<file path="src/common/dbus_pkg.sv">
`default_nettype none

package dbus_pkg;

    // width of the data bus and of every slave read word
    parameter int DATA_W = 32;

    // the top nibble of the address picks the region
    parameter int REGION_MSB = 31;
    parameter int REGION_LSB = 28;

    // peripherals decode word registers from address bits 3 to 2
    parameter int REG_SEL_MSB = 3;
    parameter int REG_SEL_LSB = 2;

    // region codes in a kseg-like layout, every other code is unmapped
    parameter logic [REGION_MSB-REGION_LSB:0] REGION_RAM    = 4'h8;
    parameter logic [REGION_MSB-REGION_LSB:0] REGION_GPIO   = 4'hB;
    parameter logic [REGION_MSB-REGION_LSB:0] REGION_TICKER = 4'hC;

    // internal select shared by the decoder and the result stage
    parameter int SEL_W = 2;

    parameter logic [SEL_W-1:0] SEL_NONE   = 2'd0;
    parameter logic [SEL_W-1:0] SEL_RAM    = 2'd1;
    parameter logic [SEL_W-1:0] SEL_GPIO   = 2'd2;
    parameter logic [SEL_W-1:0] SEL_TICKER = 2'd3;

    // GPIO register offsets
    parameter logic [REG_SEL_MSB-REG_SEL_LSB:0] GPIO_REG_OUT = 2'd0;
    parameter logic [REG_SEL_MSB-REG_SEL_LSB:0] GPIO_REG_IN  = 2'd1;

    // ticker register offsets
    parameter logic [REG_SEL_MSB-REG_SEL_LSB:0] TICK_REG_COUNT = 2'd0;
    parameter logic [REG_SEL_MSB-REG_SEL_LSB:0] TICK_REG_CMP   = 2'd1;

endpackage

`default_nettype wire

</file>
<file path="src/design/gpio_regs.sv">
`timescale 1ns/100ps
`default_nettype none

module gpio_regs #(
    parameter int GPIO_W = 16
) (
    input  wire logic                                            clk_bus_i,
    input  wire logic                                            reset_i,
    input  wire logic                                            rd_i,
    input  wire logic                                            wr_i,
    input  wire logic [dbus_pkg::REG_SEL_MSB-dbus_pkg::REG_SEL_LSB:0] reg_sel_i,
    input  wire logic [dbus_pkg::DATA_W/8-1:0]                   be_i,
    input  wire logic [dbus_pkg::DATA_W-1:0]                     wdata_i,
    input  wire logic [GPIO_W-1:0]                               gpio_i,
    output logic      [dbus_pkg::DATA_W-1:0]                     rdata_o,
    output logic      [GPIO_W-1:0]                               gpio_o
);

    logic [GPIO_W-1:0]           out_q;
    logic [GPIO_W-1:0]           in_meta_q;
    logic [GPIO_W-1:0]           in_sync_q;
    logic [dbus_pkg::DATA_W-1:0] rd_word;

    always_ff @(posedge clk_bus_i) begin
        if (reset_i) begin
            out_q <= '0;
        end else if (wr_i && reg_sel_i == dbus_pkg::GPIO_REG_OUT) begin
            for (int i = 0; i < GPIO_W; i++) begin
                if (be_i[i/8]) begin
                    out_q[i] <= wdata_i[i];
                end
            end
        end
    end

    // pins are asynchronous to the bus so they go through two flops
    always_ff @(posedge clk_bus_i) begin
        in_meta_q <= gpio_i;
        in_sync_q <= in_meta_q;
    end

    always_comb begin
        rd_word = '0;
        case (reg_sel_i)
            dbus_pkg::GPIO_REG_OUT: rd_word[GPIO_W-1:0] = out_q;
            dbus_pkg::GPIO_REG_IN:  rd_word[GPIO_W-1:0] = in_sync_q;
            default:                rd_word = '0;
        endcase
    end

    always_ff @(posedge clk_bus_i) begin
        if (rd_i) begin
            rdata_o <= rd_word;
        end
    end

    assign gpio_o = out_q;

endmodule

`default_nettype wire

</file>
<file path="config.mk">
export PLATFORM = sky130hd
export DESIGN_NAME = gpio_regs
export DESIGN_NICKNAME = d
export VERILOG_FILES = /design/src/common/dbus_pkg.sv /design/src/design/gpio_regs.sv
export SDC_FILE = /design/constraint.sdc
export NUM_CORES = 1
export LEC_CHECK = 0
export ABC_AREA = 0
export BUFFER_PORTS_ARGS = -buffer_cell sky130_fd_sc_hd__buf_4
export CAP_MARGIN = 40
export CORE_ASPECT_RATIO = 0.7
export CORE_MARGIN = 10
export CORE_UTILIZATION = 43
export CTS_BUF_LIST = sky130_fd_sc_hd__clkbuf_8
export DETAILED_ROUTE_END_ITERATION = 12
export HOLD_SLACK_MARGIN = 0.15
export PLACE_DENSITY_LB_ADDON = 0.05
export SLEW_MARGIN = 5
export SYNTH_ARGS = -nofsm -noshare
export SYNTH_HDL_FRONTEND = slang
export SYNTH_SLANG_ARGS = --single-unit
</file>
<file path="constraint.sdc">
create_clock -name clk_bus_i -period 1 [get_ports clk_bus_i]
set_clock_uncertainty 0.05 [all_clocks]
set_input_delay 0.15 -clock clk_bus_i [delete_from_list [all_inputs] [get_ports clk_bus_i]]
set_output_delay 0.15 -clock clk_bus_i [all_outputs]
set_load 0.005 [all_outputs]
</file>
==> results.sh <==
export IMPL_status="finished with violations"
export IMPL_violations="negative setup slack"
export IMPL_setup_ws_ps=-47.5
export IMPL_area_delta_synth_final_pct=56.7
export IMPL_cp_depth=1
export IMPL_max_cap_violations=0
export IMPL_synth_distinct_cells=11
export IMPL_ir_drop_mv=0.868
export IMPL_drt_iter0_markers=44
export IMPL_layout_commonest_cell="buf_4"
export IMPL_crit_chain="buf_6"
export IMPL_min_path_type="in2reg"
export IMPL_critPathKind="reg2out"
export IMPL_grt_pass1_wl_um=8870
export IMPL_syn_inst=172
export IMPL_arrival_ps=850
export IMPL_die_y_um=80.3
export IMPL_grt_pass1_vias=1805
export IMPL_setup_viol=16
export IMPL_power_density_nw_per_um2=1530
export IMPL_grt_max_degree=33
export IMPL_post_route_period_util_pct=105
export IMPL_ys_ff_latch=64
export IMPL_multi_input_comb_area_sq_um=666
export IMPL_holdPathStages=3
export IMPL_met2_usage_pct=23.9
export IMPL_ff2ff_path_depth=3
export IMPL_fin_util_pct=71.6
export IMPL_cts_tree="done"
export IMPL_root_buffer="clkbuf_8"
export IMPL_critPathSlowestCell="edfxtp_1"
export IMPL_timing_fmax_mhz=955
export IMPL_die_area_sq_um=8520
export IMPL_syn_area_per_cell_sq_um=13.0
export IMPL_cp_buffers_inverters=1
export IMPL_wirelength_um=5580
export IMPL_start_util_pct=45.7
export IMPL_crit_family="flip-flops"
export IMPL_cp_max_fo=1
export IMPL_diodes=0
export IMPL_worstPathRequired_ps=800
export IMPL_num_rows=21
export IMPL_hold_slack_ps=262
export IMPL_core_area_sq_um=4890
export IMPL_p_leak_nw=1.57
export IMPL_period_needed_ps=1050
export IMPL_cpPeakStageDelay_ps=390
export IMPL_synth_warnings=0
export IMPL_grt_usage_pct=13.4
export IMPL_seq_area_frac_synth_pct=64.6
export IMPL_yosys_area_top_type="dfxtp_1"
export IMPL_cts_clk_slew_worst_paths_ps=60
export IMPL_wl_per_cell_um=15.1
export IMPL_numCtsBuffers=9
export IMPL_worstSkewPairLatency_ps=320
export IMPL_final_cell_mix="buf_4 (68), dlygate4sd3_1 (33), mux2i_1 (32), nand2b_1 (32), dfxtp_1 (32)"
export IMPL_fin_nets=354
export IMPL_endpoint_kind="output pin"
export IMPL_grt_use_met3_pct=8.45
export IMPL_htreeDepth=3
export IMPL_hold_violations=0
export IMPL_ios=106
export IMPL_regArea_sq_um=1460
export IMPL_drc=0
export IMPL_synth_area_leaders="dfxtp_1 (43%), edfxtp_1 (22%), mux2i_1 (14%)"
export IMPL_drtAntennaViolNets=0
export IMPL_gp_congestion=0.650
export IMPL_critPathLaunchType="flip-flop"
export IMPL_fp_dieW_um=106
export IMPL_netlist_area_sq_um=2230
export IMPL_gr_total_overflow=0
export IMPL_vias=1596
export IMPL_antenna_found_initial=0
export IMPL_fillers=348
export IMPL_rsz0062_at_grt="true"
export IMPL_vias_per_cell=4.31
export IMPL_clkSinkCount=64
export IMPL_dp_hpwl_um=3690
export IMPL_synth_top_cell_area_share_pct=43.0
export IMPL_drive_above_1_share_pct=39.2
export IMPL_clockBufferDepth=2
export IMPL_top_usage_layer="met2"
export IMPL_use_met1_pct=12.8
export IMPL_port_buffers=71
export IMPL_dr_pass1_iters=4
export IMPL_final_max_slew_viol_count=0
-- per-layer routing --
| metal | vias up | part of all wire, % |
|---|---|---|
| li1 | 780 | - |
| met2 | 59 | 51 |
| met1 | 753 | 39 |
| met3 | 4 | 8.8 |
| met4 | 0 | 0.72 |
| met5 | - | 0 |
-- cells by family (layout without fill, tap and decap cells) --
family	after synthesis	after routing	share of synthesized area, %
muxes	32	32	14.3
other	1	16	0.168
and+or+nand+nor	50	50	12.8
buffers and inverters	25	139	8.13
DFF	64	64	64.6
-- final cells by class --
class	instances	share of cell area [%]
clock buffer	9	3.54
clock inverter	7	1.57
multi-input combinational	98	19.0
sequential	64	41.8
tap	69	2.47
timing repair buffer	123	31.6
-- sequential cells by signal, indices dropped and copies added (netlist names) --
| signal | cells |
|---|---|
| in_sync_q | 16 |
| in_meta_q | 16 |
| rdata_o | 16 |
| gpio_o | 16 |
-- final timing paths --
check,from,to,slack (ps)
worst max-delay path,rdata_o[6],rdata_o[6],-50
worst min-delay path,reset_i,gpio_o[14],260
worst max register to register,gpio_o[2],rdata_o[2],30
worst min register to register,in_meta_q[2],in_sync_q[2],280
-- worst reg2reg max path, cell delays in order, from the launching register on --
cell	delay, ps
dfxtp_2	320
buf_4	130
mux2i_1	150
nor2_1	60
-- metrics by stage --
step                      worst slack (ps)  total power [mW]  setup TNS (ps)  std cells  instance area, sq um
after global placement               -53.1              3.26            -587        308                  2800
after detailed placement              -102              3.28           -1120        308                  2800
after floorplan                       26.8              3.07               0        187                  2290
after CTS                            -78.9              5.41            -941        370                  3450
final                                -47.5              5.35            -452        370                  3500
after global routing                  -105              5.59           -1460        370                  3500
-- timing repair --
action                                  4_1_cts  5_1_grt
hold buffers                                 33        0
setup buffers                                13        0
gates resized for setup                      24       12
endpoints found under the setup margin       32       30
endpoints found under the hold margin        48        0
-- cells in the mapped netlist --
library cell,count
and4bb_1,2
buf_4,17
buf_6,3
clkbuf_1,4
clkbuf_2,1
conb_1,1
dfxtp_1,48
edfxtp_1,16
mux2i_1,32
nand2b_1,32
nor2_1,16
-- power breakdown --
| group | switching [mW] | internal [mW] |
|---|---|---|
| sequential | 0.0383 | 2.78 |
| combinational | 0.198 | 0.352 |
| clock | 0.879 | 1.11 |
| total | 1.12 | 4.24 |
Power figures use the tool's default switching activity.
