[src/common/dbus_pkg.sv]
`default_nettype none

package dbus_pkg;

    // width of the data bus and of every slave read word
    parameter int DATA_W = 32;

    // the top nibble of the address picks the region
    parameter int REGION_MSB = 31;
    parameter int REGION_LSB = 28;

    // peripherals decode word registers from address bits 3 to 2
    parameter int REG_SEL_MSB = 3;
    parameter int REG_SEL_LSB = 2;

    // region codes in a kseg-like layout, every other code is unmapped
    parameter logic [REGION_MSB-REGION_LSB:0] REGION_RAM    = 4'h8;
    parameter logic [REGION_MSB-REGION_LSB:0] REGION_GPIO   = 4'hB;
    parameter logic [REGION_MSB-REGION_LSB:0] REGION_TICKER = 4'hC;

    // internal select shared by the decoder and the result stage
    parameter int SEL_W = 2;

    parameter logic [SEL_W-1:0] SEL_NONE   = 2'd0;
    parameter logic [SEL_W-1:0] SEL_RAM    = 2'd1;
    parameter logic [SEL_W-1:0] SEL_GPIO   = 2'd2;
    parameter logic [SEL_W-1:0] SEL_TICKER = 2'd3;

    // GPIO register offsets
    parameter logic [REG_SEL_MSB-REG_SEL_LSB:0] GPIO_REG_OUT = 2'd0;
    parameter logic [REG_SEL_MSB-REG_SEL_LSB:0] GPIO_REG_IN  = 2'd1;

    // ticker register offsets
    parameter logic [REG_SEL_MSB-REG_SEL_LSB:0] TICK_REG_COUNT = 2'd0;
    parameter logic [REG_SEL_MSB-REG_SEL_LSB:0] TICK_REG_CMP   = 2'd1;

endpackage

`default_nettype wire

[src/design/ticker.sv]
`timescale 1ns/100ps
`default_nettype none

module ticker #(
    parameter int TICK_DIV = 4
) (
    input  wire logic                                            clk_bus_i,
    input  wire logic                                            reset_i,
    input  wire logic                                            rd_i,
    input  wire logic                                            wr_i,
    input  wire logic [dbus_pkg::REG_SEL_MSB-dbus_pkg::REG_SEL_LSB:0] reg_sel_i,
    input  wire logic [dbus_pkg::DATA_W-1:0]                     wdata_i,
    output logic      [dbus_pkg::DATA_W-1:0]                     rdata_o,
    output logic                                                 timer_irq_o
);

    localparam int PRE_W = (TICK_DIV > 1) ? $clog2(TICK_DIV) : 1;

    logic [PRE_W-1:0]            pre_q;
    logic [dbus_pkg::DATA_W-1:0] count_q;
    logic [dbus_pkg::DATA_W-1:0] cmp_q;
    logic                        irq_q;
    logic                        tick;
    logic                        wr_count;
    logic                        wr_cmp;

    assign tick     = (pre_q == PRE_W'(TICK_DIV - 1));
    assign wr_count = wr_i && (reg_sel_i == dbus_pkg::TICK_REG_COUNT);
    assign wr_cmp   = wr_i && (reg_sel_i == dbus_pkg::TICK_REG_CMP);

    always_ff @(posedge clk_bus_i) begin
        if (reset_i) begin
            pre_q   <= '0;
            count_q <= '0;
        end else if (wr_count) begin
            pre_q   <= '0; // loading the count restarts the prescaler
            count_q <= wdata_i;
        end else if (tick) begin
            pre_q   <= '0;
            count_q <= count_q + 1'b1;
        end else begin
            pre_q <= pre_q + 1'b1;
        end
    end

    always_ff @(posedge clk_bus_i) begin
        if (reset_i) begin
            cmp_q <= '1;
            irq_q <= 1'b0;
        end else if (wr_cmp) begin
            cmp_q <= wdata_i;
            irq_q <= 1'b0; // rewriting the compare value is the acknowledge
        end else if (count_q == cmp_q) begin
            irq_q <= 1'b1;
        end
    end

    always_ff @(posedge clk_bus_i) begin
        if (rd_i) begin
            case (reg_sel_i)
                dbus_pkg::TICK_REG_COUNT: rdata_o <= count_q;
                dbus_pkg::TICK_REG_CMP:   rdata_o <= cmp_q;
                default:                  rdata_o <= '0;
            endcase
        end
    end

    assign timer_irq_o = irq_q;

endmodule

`default_nettype wire

[config.mk]
export PLATFORM = sky130hd
export DESIGN_NAME = ticker
export DESIGN_NICKNAME = d
export VERILOG_FILES = /design/src/common/dbus_pkg.sv /design/src/design/ticker.sv
export SDC_FILE = /design/constraint.sdc
export NUM_CORES = 1
export LEC_CHECK = 0
export ABC_AREA = 1
export BUFFER_PORTS_ARGS = -buffer_cell sky130_fd_sc_hd__buf_2
export CORE_UTILIZATION = 57
export CTS_BUF_LIST = sky130_fd_sc_hd__clkbuf_4
export DETAILED_ROUTE_END_ITERATION = 8
export PLACE_DENSITY = 0.81
export SLEW_MARGIN = 0
export SYNTH_ARGS = -nofsm -noshare
export SYNTH_HDL_FRONTEND = slang
export SYNTH_SLANG_ARGS = --single-unit
export TNS_END_PERCENT = 5
[constraint.sdc]
create_clock -name clk_bus_i -period 2.02 [get_ports clk_bus_i]
set_input_delay 0.303 -clock clk_bus_i [delete_from_list [all_inputs] [get_ports clk_bus_i]]
set_output_delay 0.303 -clock clk_bus_i [all_outputs]
set_load 0.01 [all_outputs]
==> summary.md <==
| Metric | Value |
|---|---|
| Status | `finished with violations` |
| Failing checks | `DRC` |
| CP max FO | `22` |
| Main synth FF type | `dfxtp_1` |
| Share of the synthesized area in the top cell type | `25.4%` |
| Crit-path max cell delay | `620 ps` |
| CP required | `2410 ps` |
| Die X | `98.2 um` |
| CTS hold repair buffers | `0` |
| Peak VDD IR | `0.332 mV` |
| Nets | `813` |
| Fmax | `547 MHz` |
| Leakage power | `2.58 nW` |
| Total clock sinks | `99` |
| Die ar. | `9650 um^2` |
| Synth cell count leaders | `nand2_1 (202), inv_1 (101), dfxtp_1 (67), nor2_1 (51), o21ai_0 (33)` |
| Largest net degree at the start of global routing | `49` |
| Total power | `3.76 mW` |
| CTS clock-pin slew for the worst setup and hold paths | `180 ps` |
| Worst path top cell family by delay | `buffers and inverters` |
| Rows | `34` |
| Post_cts resized | `0` |
| Clock root cell | `clkbuf_4` |
| Slew Viols, Final | `0` |
| Final core utilization | `66.1%` |
| Number of synthesized flops with an enable pin | `32` |
| #FFs+latches synth | `99` |
| Largest area contributor in the netlist | `dfxtp_1` |
| Setup crit end kind | `flop` |
| HPWL after detailed placement | `9.76 mm` |
| Cell with the most instances after synthesis | `nand2_1` |
| RSZ-0062 raised after global routing | `no` |
| Antenna Nets Post-Route | `0` |
| Core Area | `8850 um^2` |
| Die Y | `98.2 um` |
| Synth top area cells | `dfxtp_1 (25%), edfxtp_1 (18%), nand2_1 (14%)` |
| Vias/cell | `5.58` |
| Worst-skew pair later-pin latency | `460 ps` |
| # fillers | `786` |
| IO Count | `71` |
| Worst Path Arrival | `2220 ps` |
| Ys Warns | `0` |
| Final setup viols | `0` |
| Pwr Density | `643 nW/um^2` |
| First-pass GRT wire length | `22.5 mm` |
| DRT Pass-1 Iters | `9` |
| Mapped Area | `5280 um^2` |
| H-tree levels | `3` |
| Syn Nets | `749` |
| Initial antenna violation count | `0` |
| Area Overhead vs Synth | `10.9%` |
| Drt drc | `5` |
| Initial Util | `59.6%` |
| Crit-path cells | `ha_1 > nand2_2 > inv_1 > nand3_1 > a21oi_1` |
| Worst-margin pin slew | `818 ps` |
| Setup Buffers After CTS | `0` |
| Async set-reset flop share out of synthesis | `0%` |
| Max-Cap Viols | `0` |
| Final min period | `1830 ps` |
| Antenna fix cells | `0` |
| Period utilisation layout | `90.6%` |
| Hold Vio Cnt, Final | `0` |
| Clock skew | `23.5 ps` |
| Tot GR Track Use | `29.5%` |
| Global route total overflow | `0` |
| Post-synthesis sequential area ratio | `43.6%` |
| Gpl congestion | `0.901` |
| Kind of critical path | `reg -> reg` |
| Avg Inst Size Synth | `7.44 um^2` |
| 1st-iter DRT viols | `383` |
| Synth cell types | `35` |
| Final wirelength | `13.6 mm` |
| Num CTS Buffers | `9` |
| Wire per inst | `15.3 um` |
| CTS Buffer Depth | `2` |
| CP bufs+invs | `1` |
| Worst min path class | `in -> reg` |
| Slowest CP cell | `inv_1` |
| Port bufs | `70` |
| CTS tree | `yes` |
| Vias in the first global route | `4595` |
| Rel. slew slack | `45.4%` |
| Crit start category | `flop` |
| Gate Count Post-Synth | `709` |
| Vias | `4946` |
| Share of cells above drive strength 1 | `16.3%` |
| Setup TNS | `0 ps` |
[per-stage QoR]
step	cells	cell area, um^2	hold WS (ps)	setup WS, ps
global placement	870	5720	415	330
finish	886	5850	56.1	190
floorplan	709	5280	408	578
detailed placement	870	5720	435	280
CTS	886	5850	52.9	224
global route	886	5850	55.4	55.6
[cells by family (layout without fill, tap and decap cells)]
group | Yosys count | count (layout) | synth area share [%]
xor gates and xnor gates | 32 | 32 | 5.31
DFF | 99 | 99 | 43.6
and+or+nand+nor | 312 | 312 | 25.7
AOI/OAI and AO/OA | 130 | 130 | 14.9
buffers and inverters | 134 | 203 | 9.94
adders and majority gates | 2 | 2 | 0.474
[metal layers]
metal  global-route usage [%]  share of wire [%]  vias up
met3                     2.65                7.3       21
met4                     9.53                1.5        0
met5                        0                  0        -
met1                     42.6                 45     2305
met2                     47.1                 46      201
li1                         -                  -     2419
[worst reg2reg max path, stage by stage (launching register included)]
cell	delay (ps)
dfxtp_1	370
ha_1	290
nand2_2	140
inv_1	620
nand3_1	170
a21oi_1	170
[path summary, 6_finish.rpt]
kind                       startpoint                  endpoint  slack (ps)  cells past startpoint
setup / recovery  pre_q[0]$_SDFF_PP0_  count_q[21]$_SDFFE_PP0P_         190                      5
hold / removal             wdata_i[1]     cmp_q[1]$_SDFFE_PP1P_          60                      3
setup reg to reg  pre_q[0]$_SDFF_PP0_  count_q[21]$_SDFFE_PP0P_         190                      5
hold reg to reg   pre_q[0]$_SDFF_PP0_       pre_q[0]$_SDFF_PP0_         460                      1
[state kept, by name (all words and copies together) (netlist names)]
name / cells
rdata_o: 32
pre_q: 2
timer_irq_o: 1
count_q: 32
cmp_q: 32
[cell usage in the layout (no fill, tap or decap), types with 2 or more instances in the layout]
cell and count:
nand2_1 202, inv_1 101, buf_2 70, dfxtp_1 67
nor2_1 51, o21ai_0 33, o22ai_1 32, edfxtp_1 32
o211ai_1 31, nand3_1 27, a21oi_1 26, xnor2_1 24
buf_4 12, clkbuf_4 9, xor2_1 8, nor2_4 8
nand2_2 7, nor2_2 5, nand4_1 5, a31oi_1 4
inv_2 2, nand2_4 2, clkinv_1 2, a21oi_2 2
ha_1 2, clkinvlp_4 2, inv_8 2
[where the power goes]
group	total [mW]	internal (mW)	switching [mW]
clock network	1.01	0.275	0.737
logic	0.499	0.190	0.309
registers	2.25	2.17	0.0781
[cell type report]
type                            instances  area (um^2)  area share [%]
Tap cell                              108          135            2.31
Inverter                              105          394            6.74
Sequential cell                        99         2300            39.4
Clock buffer                            9         67.6            1.16
Clock inverter                          7         60.1            1.03
Timing Repair Buffer                   82          440            7.53
Multi-Input combinational cell        476         2450            41.9
Power figures use the tool's default switching activity.
