[config.mk]
export PLATFORM = sky130hd
export DESIGN_NAME = dbus_result
export DESIGN_NICKNAME = d
export VERILOG_FILES = /design/src/common/dbus_pkg.sv /design/src/design/dbus_result.sv
export SDC_FILE = /design/constraint.sdc
export NUM_CORES = 1
export LEC_CHECK = 0
export BUFFER_PORTS_ARGS = -buffer_cell sky130_fd_sc_hd__buf_2
export CORE_ASPECT_RATIO = 1.4
export CORE_UTILIZATION = 29
export CTS_BUF_LIST = sky130_fd_sc_hd__clkbuf_4 sky130_fd_sc_hd__clkbuf_8
export CTS_CLUSTER_SIZE = 20
export DETAILED_ROUTE_END_ITERATION = 6
export PLACE_DENSITY = 0.81
export SLEW_MARGIN = 20
export SYNTH_ARGS = -nofsm -noshare
export SYNTH_HDL_FRONTEND = slang
export SYNTH_SLANG_ARGS = --single-unit
[constraint.sdc]
create_clock -name clk_bus_i -period 1.3 [get_ports clk_bus_i]
set_clock_uncertainty 0.2 [all_clocks]
set_input_delay 0 -clock clk_bus_i [delete_from_list [all_inputs] [get_ports clk_bus_i]]
set_output_delay 0 -clock clk_bus_i [all_outputs]
set_load 0.02 [all_outputs]
[src/common/dbus_pkg.sv]
`default_nettype none

package dbus_pkg;

    // width of the data bus and of every slave read word
    parameter int DATA_W = 32;

    // the top nibble of the address picks the region
    parameter int REGION_MSB = 31;
    parameter int REGION_LSB = 28;

    // peripherals decode word registers from address bits 3 to 2
    parameter int REG_SEL_MSB = 3;
    parameter int REG_SEL_LSB = 2;

    // region codes in a kseg-like layout, every other code is unmapped
    parameter logic [REGION_MSB-REGION_LSB:0] REGION_RAM    = 4'h8;
    parameter logic [REGION_MSB-REGION_LSB:0] REGION_GPIO   = 4'hB;
    parameter logic [REGION_MSB-REGION_LSB:0] REGION_TICKER = 4'hC;

    // internal select shared by the decoder and the result stage
    parameter int SEL_W = 2;

    parameter logic [SEL_W-1:0] SEL_NONE   = 2'd0;
    parameter logic [SEL_W-1:0] SEL_RAM    = 2'd1;
    parameter logic [SEL_W-1:0] SEL_GPIO   = 2'd2;
    parameter logic [SEL_W-1:0] SEL_TICKER = 2'd3;

    // GPIO register offsets
    parameter logic [REG_SEL_MSB-REG_SEL_LSB:0] GPIO_REG_OUT = 2'd0;
    parameter logic [REG_SEL_MSB-REG_SEL_LSB:0] GPIO_REG_IN  = 2'd1;

    // ticker register offsets
    parameter logic [REG_SEL_MSB-REG_SEL_LSB:0] TICK_REG_COUNT = 2'd0;
    parameter logic [REG_SEL_MSB-REG_SEL_LSB:0] TICK_REG_CMP   = 2'd1;

endpackage

`default_nettype wire

[src/design/dbus_result.sv]
`timescale 1ns/100ps
`default_nettype none

module dbus_result (
    input  wire logic                          clk_bus_i,
    input  wire logic                          reset_i,
    input  wire logic [dbus_pkg::SEL_W-1:0]    sel_i,
    input  wire logic                          rd_req_i,
    input  wire logic [dbus_pkg::DATA_W-1:0]   ram_rdata_i,
    input  wire logic [dbus_pkg::DATA_W-1:0]   gpio_rdata_i,
    input  wire logic [dbus_pkg::DATA_W-1:0]   tick_rdata_i,
    output logic      [dbus_pkg::DATA_W-1:0]   master_rddata_o,
    output logic                               master_stall_o
);

    logic [dbus_pkg::SEL_W-1:0] sel_q;
    logic                       pending_q;
    logic                       first_cycle;

    assign first_cycle = rd_req_i && !pending_q; // a new read, slaves capture this cycle

    always_ff @(posedge clk_bus_i) begin
        if (reset_i) begin
            pending_q <= 1'b0;
            sel_q     <= dbus_pkg::SEL_NONE;
        end else begin
            pending_q <= first_cycle; // drops after one cycle so a held read starts over
            if (first_cycle) begin
                sel_q <= sel_i;
            end
        end
    end

    assign master_stall_o = first_cycle;

    always_comb begin
        case (sel_q)
            dbus_pkg::SEL_RAM:    master_rddata_o = ram_rdata_i;
            dbus_pkg::SEL_GPIO:   master_rddata_o = gpio_rdata_i;
            dbus_pkg::SEL_TICKER: master_rddata_o = tick_rdata_i;
            default:              master_rddata_o = '0; // unmapped reads return zero
        endcase
    end

endmodule

`default_nettype wire

==> results.yml, run 1 <==
status:
  status: "finished with violations"
  violations: "setup timing"
critical_path:
  crit_fanout: 11
  crit_type: "flop to output pin"
  max_stage_delay_ns: 0.41
  end_kind: "output pin"
  cpMaxStageDelayCell: "dfxtp_4"
  cp_data_required_time_ns: 1.10
  start_kind: "flop"
  reg2reg_slack_ns: 0.21
  cp.arrival_ns: 1.47
  crit_chain: "buf_8, mux2_4, a22o_1, buf_4"
finish:
  finish.utilization_pct: 65.8
  layout_commonest_cell: "buf_2"
  final_cells: 263
  fillers: 250
  final_nets: 326
  diodes: 0
  syn_to_final_growth_pct: 110
  final_area_um2: 2090
  final_cell_mix: "buf_2, mux2_4, buf_6, a22o_4, a22o_1"
  drive_gt1_share_pct: 89.3
die:
  die_h_um: 71.4
  core_um2: 3180
  die-area_um2: 3680
  start_util_pct: 31.3
  ioPinCount: 134
  num_rows: 24
  die_x_um: 51.6
clocking:
  cts.reportedPaths.clkPinSlew_ns: 0.03
  cts.sink_count: 3
  htreeDepth: 1
  clock_latency_ns: 0.22
  root_buffer: "clkbuf_8"
  numCtsBuffers: 3
  ctsLongestPathBuffers: 2
  cts_tree: "done"
placement:
  hpwl_um: 3140
  dp.cells: 255
  io_buffers: 133
  postPlaceCellArea_um2: 1820
  preCtsSetupSlack_ns: -0.175
  gp_congestion: 0.694
yosys:
  ys_seq_elements: 3
  syn-instance-count: 86
  synth_sequential_area_ratio_pct: 6.02
  yosysWarningCount: 0
  mappedNetlistArea_um2: 997
  yosysUniqueCellTypes: 12
  mappedNetlistNets: 187
  syn-mean-instance-area_um2: 11.6
global_routing:
  grt_use_total_pct: 20.8
  grt_pass1_wl_um: 5890
  antenna_found_initial: 0
  grt_max_degree: 23
  grt_pass1_vias: 1424
  grt_overflow: 0
worst_hold_path:
  hold_path_class: "primary input to flop"
timing:
  setup_slack_ns: -0.372
  rsz0062_at_grt: "true"
  relSlewSlack_pct: 84.4
  hold_viol: 0
  hold_ws_ns: 0.0227
  slew_violations: 0
  fin_crit_ns: 1.67
  tightest_slew_ns: 0.233
  finalSetupViolCount: 32
  fin_crit_sh_pct: 129
  clock.fmax_mhz: 598
power_and_ir_drop:
  peakVddDrop_mv: 0.455
  leakagePower_nw: 1.18
  cellPowerDensity_nw_per_um2: 585
detailed_routing:
  drtIter0Drc: 27
  viasPerCell: 5.07
  wl_um: 4110
  drc: 0
  wl_per_cell_um: 15.6
  ant_nets: 0
  dr.pass1.iters: 4
  vias: 1334
run:
  max_cap_violations: 0
[area by class of cell]
cell class / count / area [um^2] / area share [%]
multi-input cells: 71 / 966 / 46.1
flip-flops and latches: 3 / 65.1 / 3.11
repair buffers: 146 / 966 / 46.1
clock buffers: 4 / 48.8 / 2.33
well taps: 39 / 48.8 / 2.33
[registers in the layout, indices dropped and copies added, names as in the netlist]
register,flops
sel_q,2
pending_q,1
[timing repair]
item,4_1_cts,5_1_grt
hold buffers,3,0
endpoints found under the hold margin,3,0
endpoints found under the setup margin,32,32
setup buffers,0,0
pin swaps,2,0
resized for setup,30,23
cloned,1,0
[worst paths after layout]
kind | to | cells after the start | from
max | master_rddata_o[6] | 4 | sel_q[1]
min | pending_q | 3 | rd_req_i
max reg2reg | sel_q[0] | 3 | pending_q
min reg2reg | pending_q | 2 | pending_q
[critical path, delay by kind of cell, from the launching register on]
| family | cells | cell delay (ns) |
|---|---|---|
| AOI/OAI and AO/OA | 1 | 0.19 |
| muxes | 1 | 0.31 |
| DFF | 1 | 0.41 |
| buffers and inverters | 2 | 0.34 |
[synthesized netlist by cell type (all sizes together)]
master   n  area, um^2
dfxtp    3        60.1
nor2b    3        26.3
mux2i    2        20.0
nor2     2        7.51
clkbuf   2        7.51
mux2    32         469
a22o    32         280
buf     10         126
[layer usage]
layer / vias up / routed length, um / track usage (%)
li1: 619 / - / -
met4: 0 / 136 / 8.71
met2: 109 / 2240 / 42.3
met5: - / 0 / 0
met3: 14 / 389 / 4.46
met1: 592 / 1350 / 18.5
[stage by stage]
step / power [mW] / setup TNS, ns
final: 1.23 / -11.00
after global routing: 1.29 / -12.08
after CTS: 1.19 / -11.27
after detailed placement: 0.824 / -4.08
after global placement: 0.807 / -3.31
after floorplan: 0.585 / -0.405
[power breakdown]
part           switching, mW  leakage, nW  internal [mW]
Sequential            0.0106       0.0258         0.0984
Combinational          0.331         1.13          0.490
Clock                 0.0662       0.0262          0.230
[kinds of logic after synthesis]
group / count (synthesis) / share of synthesized area (%)
muxes: 34 / 49.1
and+or+nand+nor: 5 / 3.39
buffers and inverters: 12 / 13.4
AOI/OAI and AO/OA: 32 / 28.1
DFF: 3 / 6.02
Note: power is estimated with default switching activity, not from simulation.
==> inputs of run 2 (changes only) <==
CORE_MARGIN = 4   (was not set)
CORE_UTILIZATION = 28   (was 29)
CTS_BUF_LIST = not set   (was sky130_fd_sc_hd__clkbuf_4 sky130_fd_sc_hd__clkbuf_8)
PLACE_DENSITY = 0.79   (was 0.81)
SETUP_SLACK_MARGIN = 0.05   (was not set)
==> results.yml, run 2 (same netlist as run 1, synthesis figures left out) <==
status:
  status: "finished with violations"
  violations: "setup timing"
die:
  ioPinCount: 134
  start_util_pct: 29.2
  core_um2: 3410
  die-area_um2: 4590
  die_h_um: 78.6
  die_x_um: 58.4
  num_rows: 25
critical_path:
  crit_type: "flop to output pin"
  worst-r2r-cell-count: 3
  crit_start: "sel_q[1]"
  cp.arrival_ns: 1.46
  start_kind: "flop"
  cp-endpoint: "master_rddata_o[30]"
  crit_fanout: 18
  r2r_start: "pending_q"
  reg2reg_slack_ns: 0.22
  end_kind: "output pin"
  reg2reg_to: "sel_q[1]"
  cp_data_required_time_ns: 1.10
clocking:
  root_buffer: "clkbuf_8"
  ctsLongestPathBuffers: 2
  numCtsBuffers: 3
  htreeDepth: 1
  cts.reportedPaths.clkPinSlew_ns: 0.03
  cts_setup_buffers: 0
  cts.sink_count: 3
  clock_latency_ns: 0.22
  cts_tree: "done"
detailed_routing:
  wl_um: 4320
  dr.pass1.iters: 4
  vias: 1322
  viasPerCell: 5.05
  drc: 0
  drtIter0Drc: 38
  ant_nets: 0
  wl_per_cell_um: 16.5
global_routing:
  grt_max_degree: 21
  grt_use_total_pct: 17.5
  antenna_found_initial: 0
  grt_pass1_vias: 1438
  grt_pass1_wl_um: 6310
  grt_overflow: 0
finish:
  drive_gt1_share_pct: 89.2
  fillers: 305
  final_nets: 324
  reg.largest.list: "sel_q x2, pending_q x1"
  final_cell_mix: "buf_2, mux2_4, a22o_4, a22o_1, buf_6"
  largest-register: "sel_q"
  largest_reg_flops: 2
  syn_to_final_growth_pct: 99.9
  layout_commonest_cell: "buf_2"
  diodes: 0
power_and_ir_drop:
  finalPower_mw: 1.15
  p_sw_mw: 0.396
  cellPowerDensity_nw_per_um2: 579
  internal_power_mw: 0.758
  switching_share_pct: 34.3
  pwr-share-clk_pct: 23.8
  seq_power_share_pct: 9.1
  leakagePower_nw: 1.15
  peakVddDrop_mv: 0.693
  power.combinational.fraction_pct: 67.0
timing:
  fin_crit_sh_pct: 128
  hold_viol: 0
  fin_crit_ns: 1.66
  slew_violations: 0
  relSlewSlack_pct: 81.8
  finalSetupViolCount: 32
  hold_ws_ns: 0.0179
  rsz0062_at_grt: "true"
  setup_slack_ns: -0.360
  clock.fmax_mhz: 603
  tightest_slew_ns: 0.273
placement:
  gp_congestion: 0.683
  io_buffers: 133
  hpwl_um: 3460
worst_hold_path:
  hold_path_class: "primary input to flop"
run:
  max_cap_violations: 0
## run 2: routing by layer
layer  up-vias  global-route usage [%]  part of all wire, %
met2       103                    33.3                   54
met3         6                    6.25                   13
met4         0                    5.34                  1.3
met1       595                    16.7                   32
li1        618                       -                    -
met5         -                       0                    0
## run 2: cell type report
| cell class | count | area (um^2) | share of cell area (%) |
|---|---|---|---|
| sequential | 3 | 65.1 | 3.26 |
| multi-input combinational | 71 | 971 | 48.7 |
| timing repair buffer | 144 | 862 | 43.3 |
| tap | 40 | 50.0 | 2.51 |
| clock buffer | 4 | 45.0 | 2.26 |
## run 2: power groups by stage
stage,logic [mW],clock network [mW],registers [mW]
global route,0.821,0.295,0.106
detailed placement,0.720,0,0.108
global placement,0.706,0,0.107
CTS,0.748,0.277,0.106
finish,0.774,0.275,0.106
floorplan,0.487,0,0.102
## run 2: how the worst min path moves through the flow
stage,slack [ns],to,startpoint,cells after the start
2_1_floorplan,-0.14,sel_q[1],reset_i,1
3_3_place_gp,-0.007,sel_q[0],reset_i,2
3_5_place_dp,-0.01,sel_q[0],reset_i,2
4_1_cts,0.02,pending_q,rd_req_i,3
5_1_grt,0.04,pending_q,rd_req_i,3
6_report,0.02,pending_q,rd_req_i,3
## run 2: repair_timing
item,in CTS,in global routing
resized for setup,13,16
pin swaps,0,0
endpoints found under the setup margin,32,32
hold endpoints to repair,3,0
hold buffers,3,0
## run 2: per-stage QoR
stage | util (%) | cell area (um^2) | TNS, ns | instances | setup WS (ns)
CTS | 57.0 | 1940 | -10.60 | 262 | -0.369
floorplan | - | 1160 | -0.405 | 86 | -0.0202
detailed placement | 53.6 | 1830 | -4.30 | 255 | -0.172
global placement | 53.6 | 1830 | -3.78 | 255 | -0.152
global route | 58.5 | 1990 | -11.34 | 262 | -0.393
finish | 58.5 | 1990 | -10.22 | 262 | -0.360
## run 2: worst max-delay path, cell delays in order, from the launching register on
cell     delay, ns
dfxtp_4       0.37
buf_12        0.19
mux2_4        0.32
a22o_4        0.22
buf_6         0.13
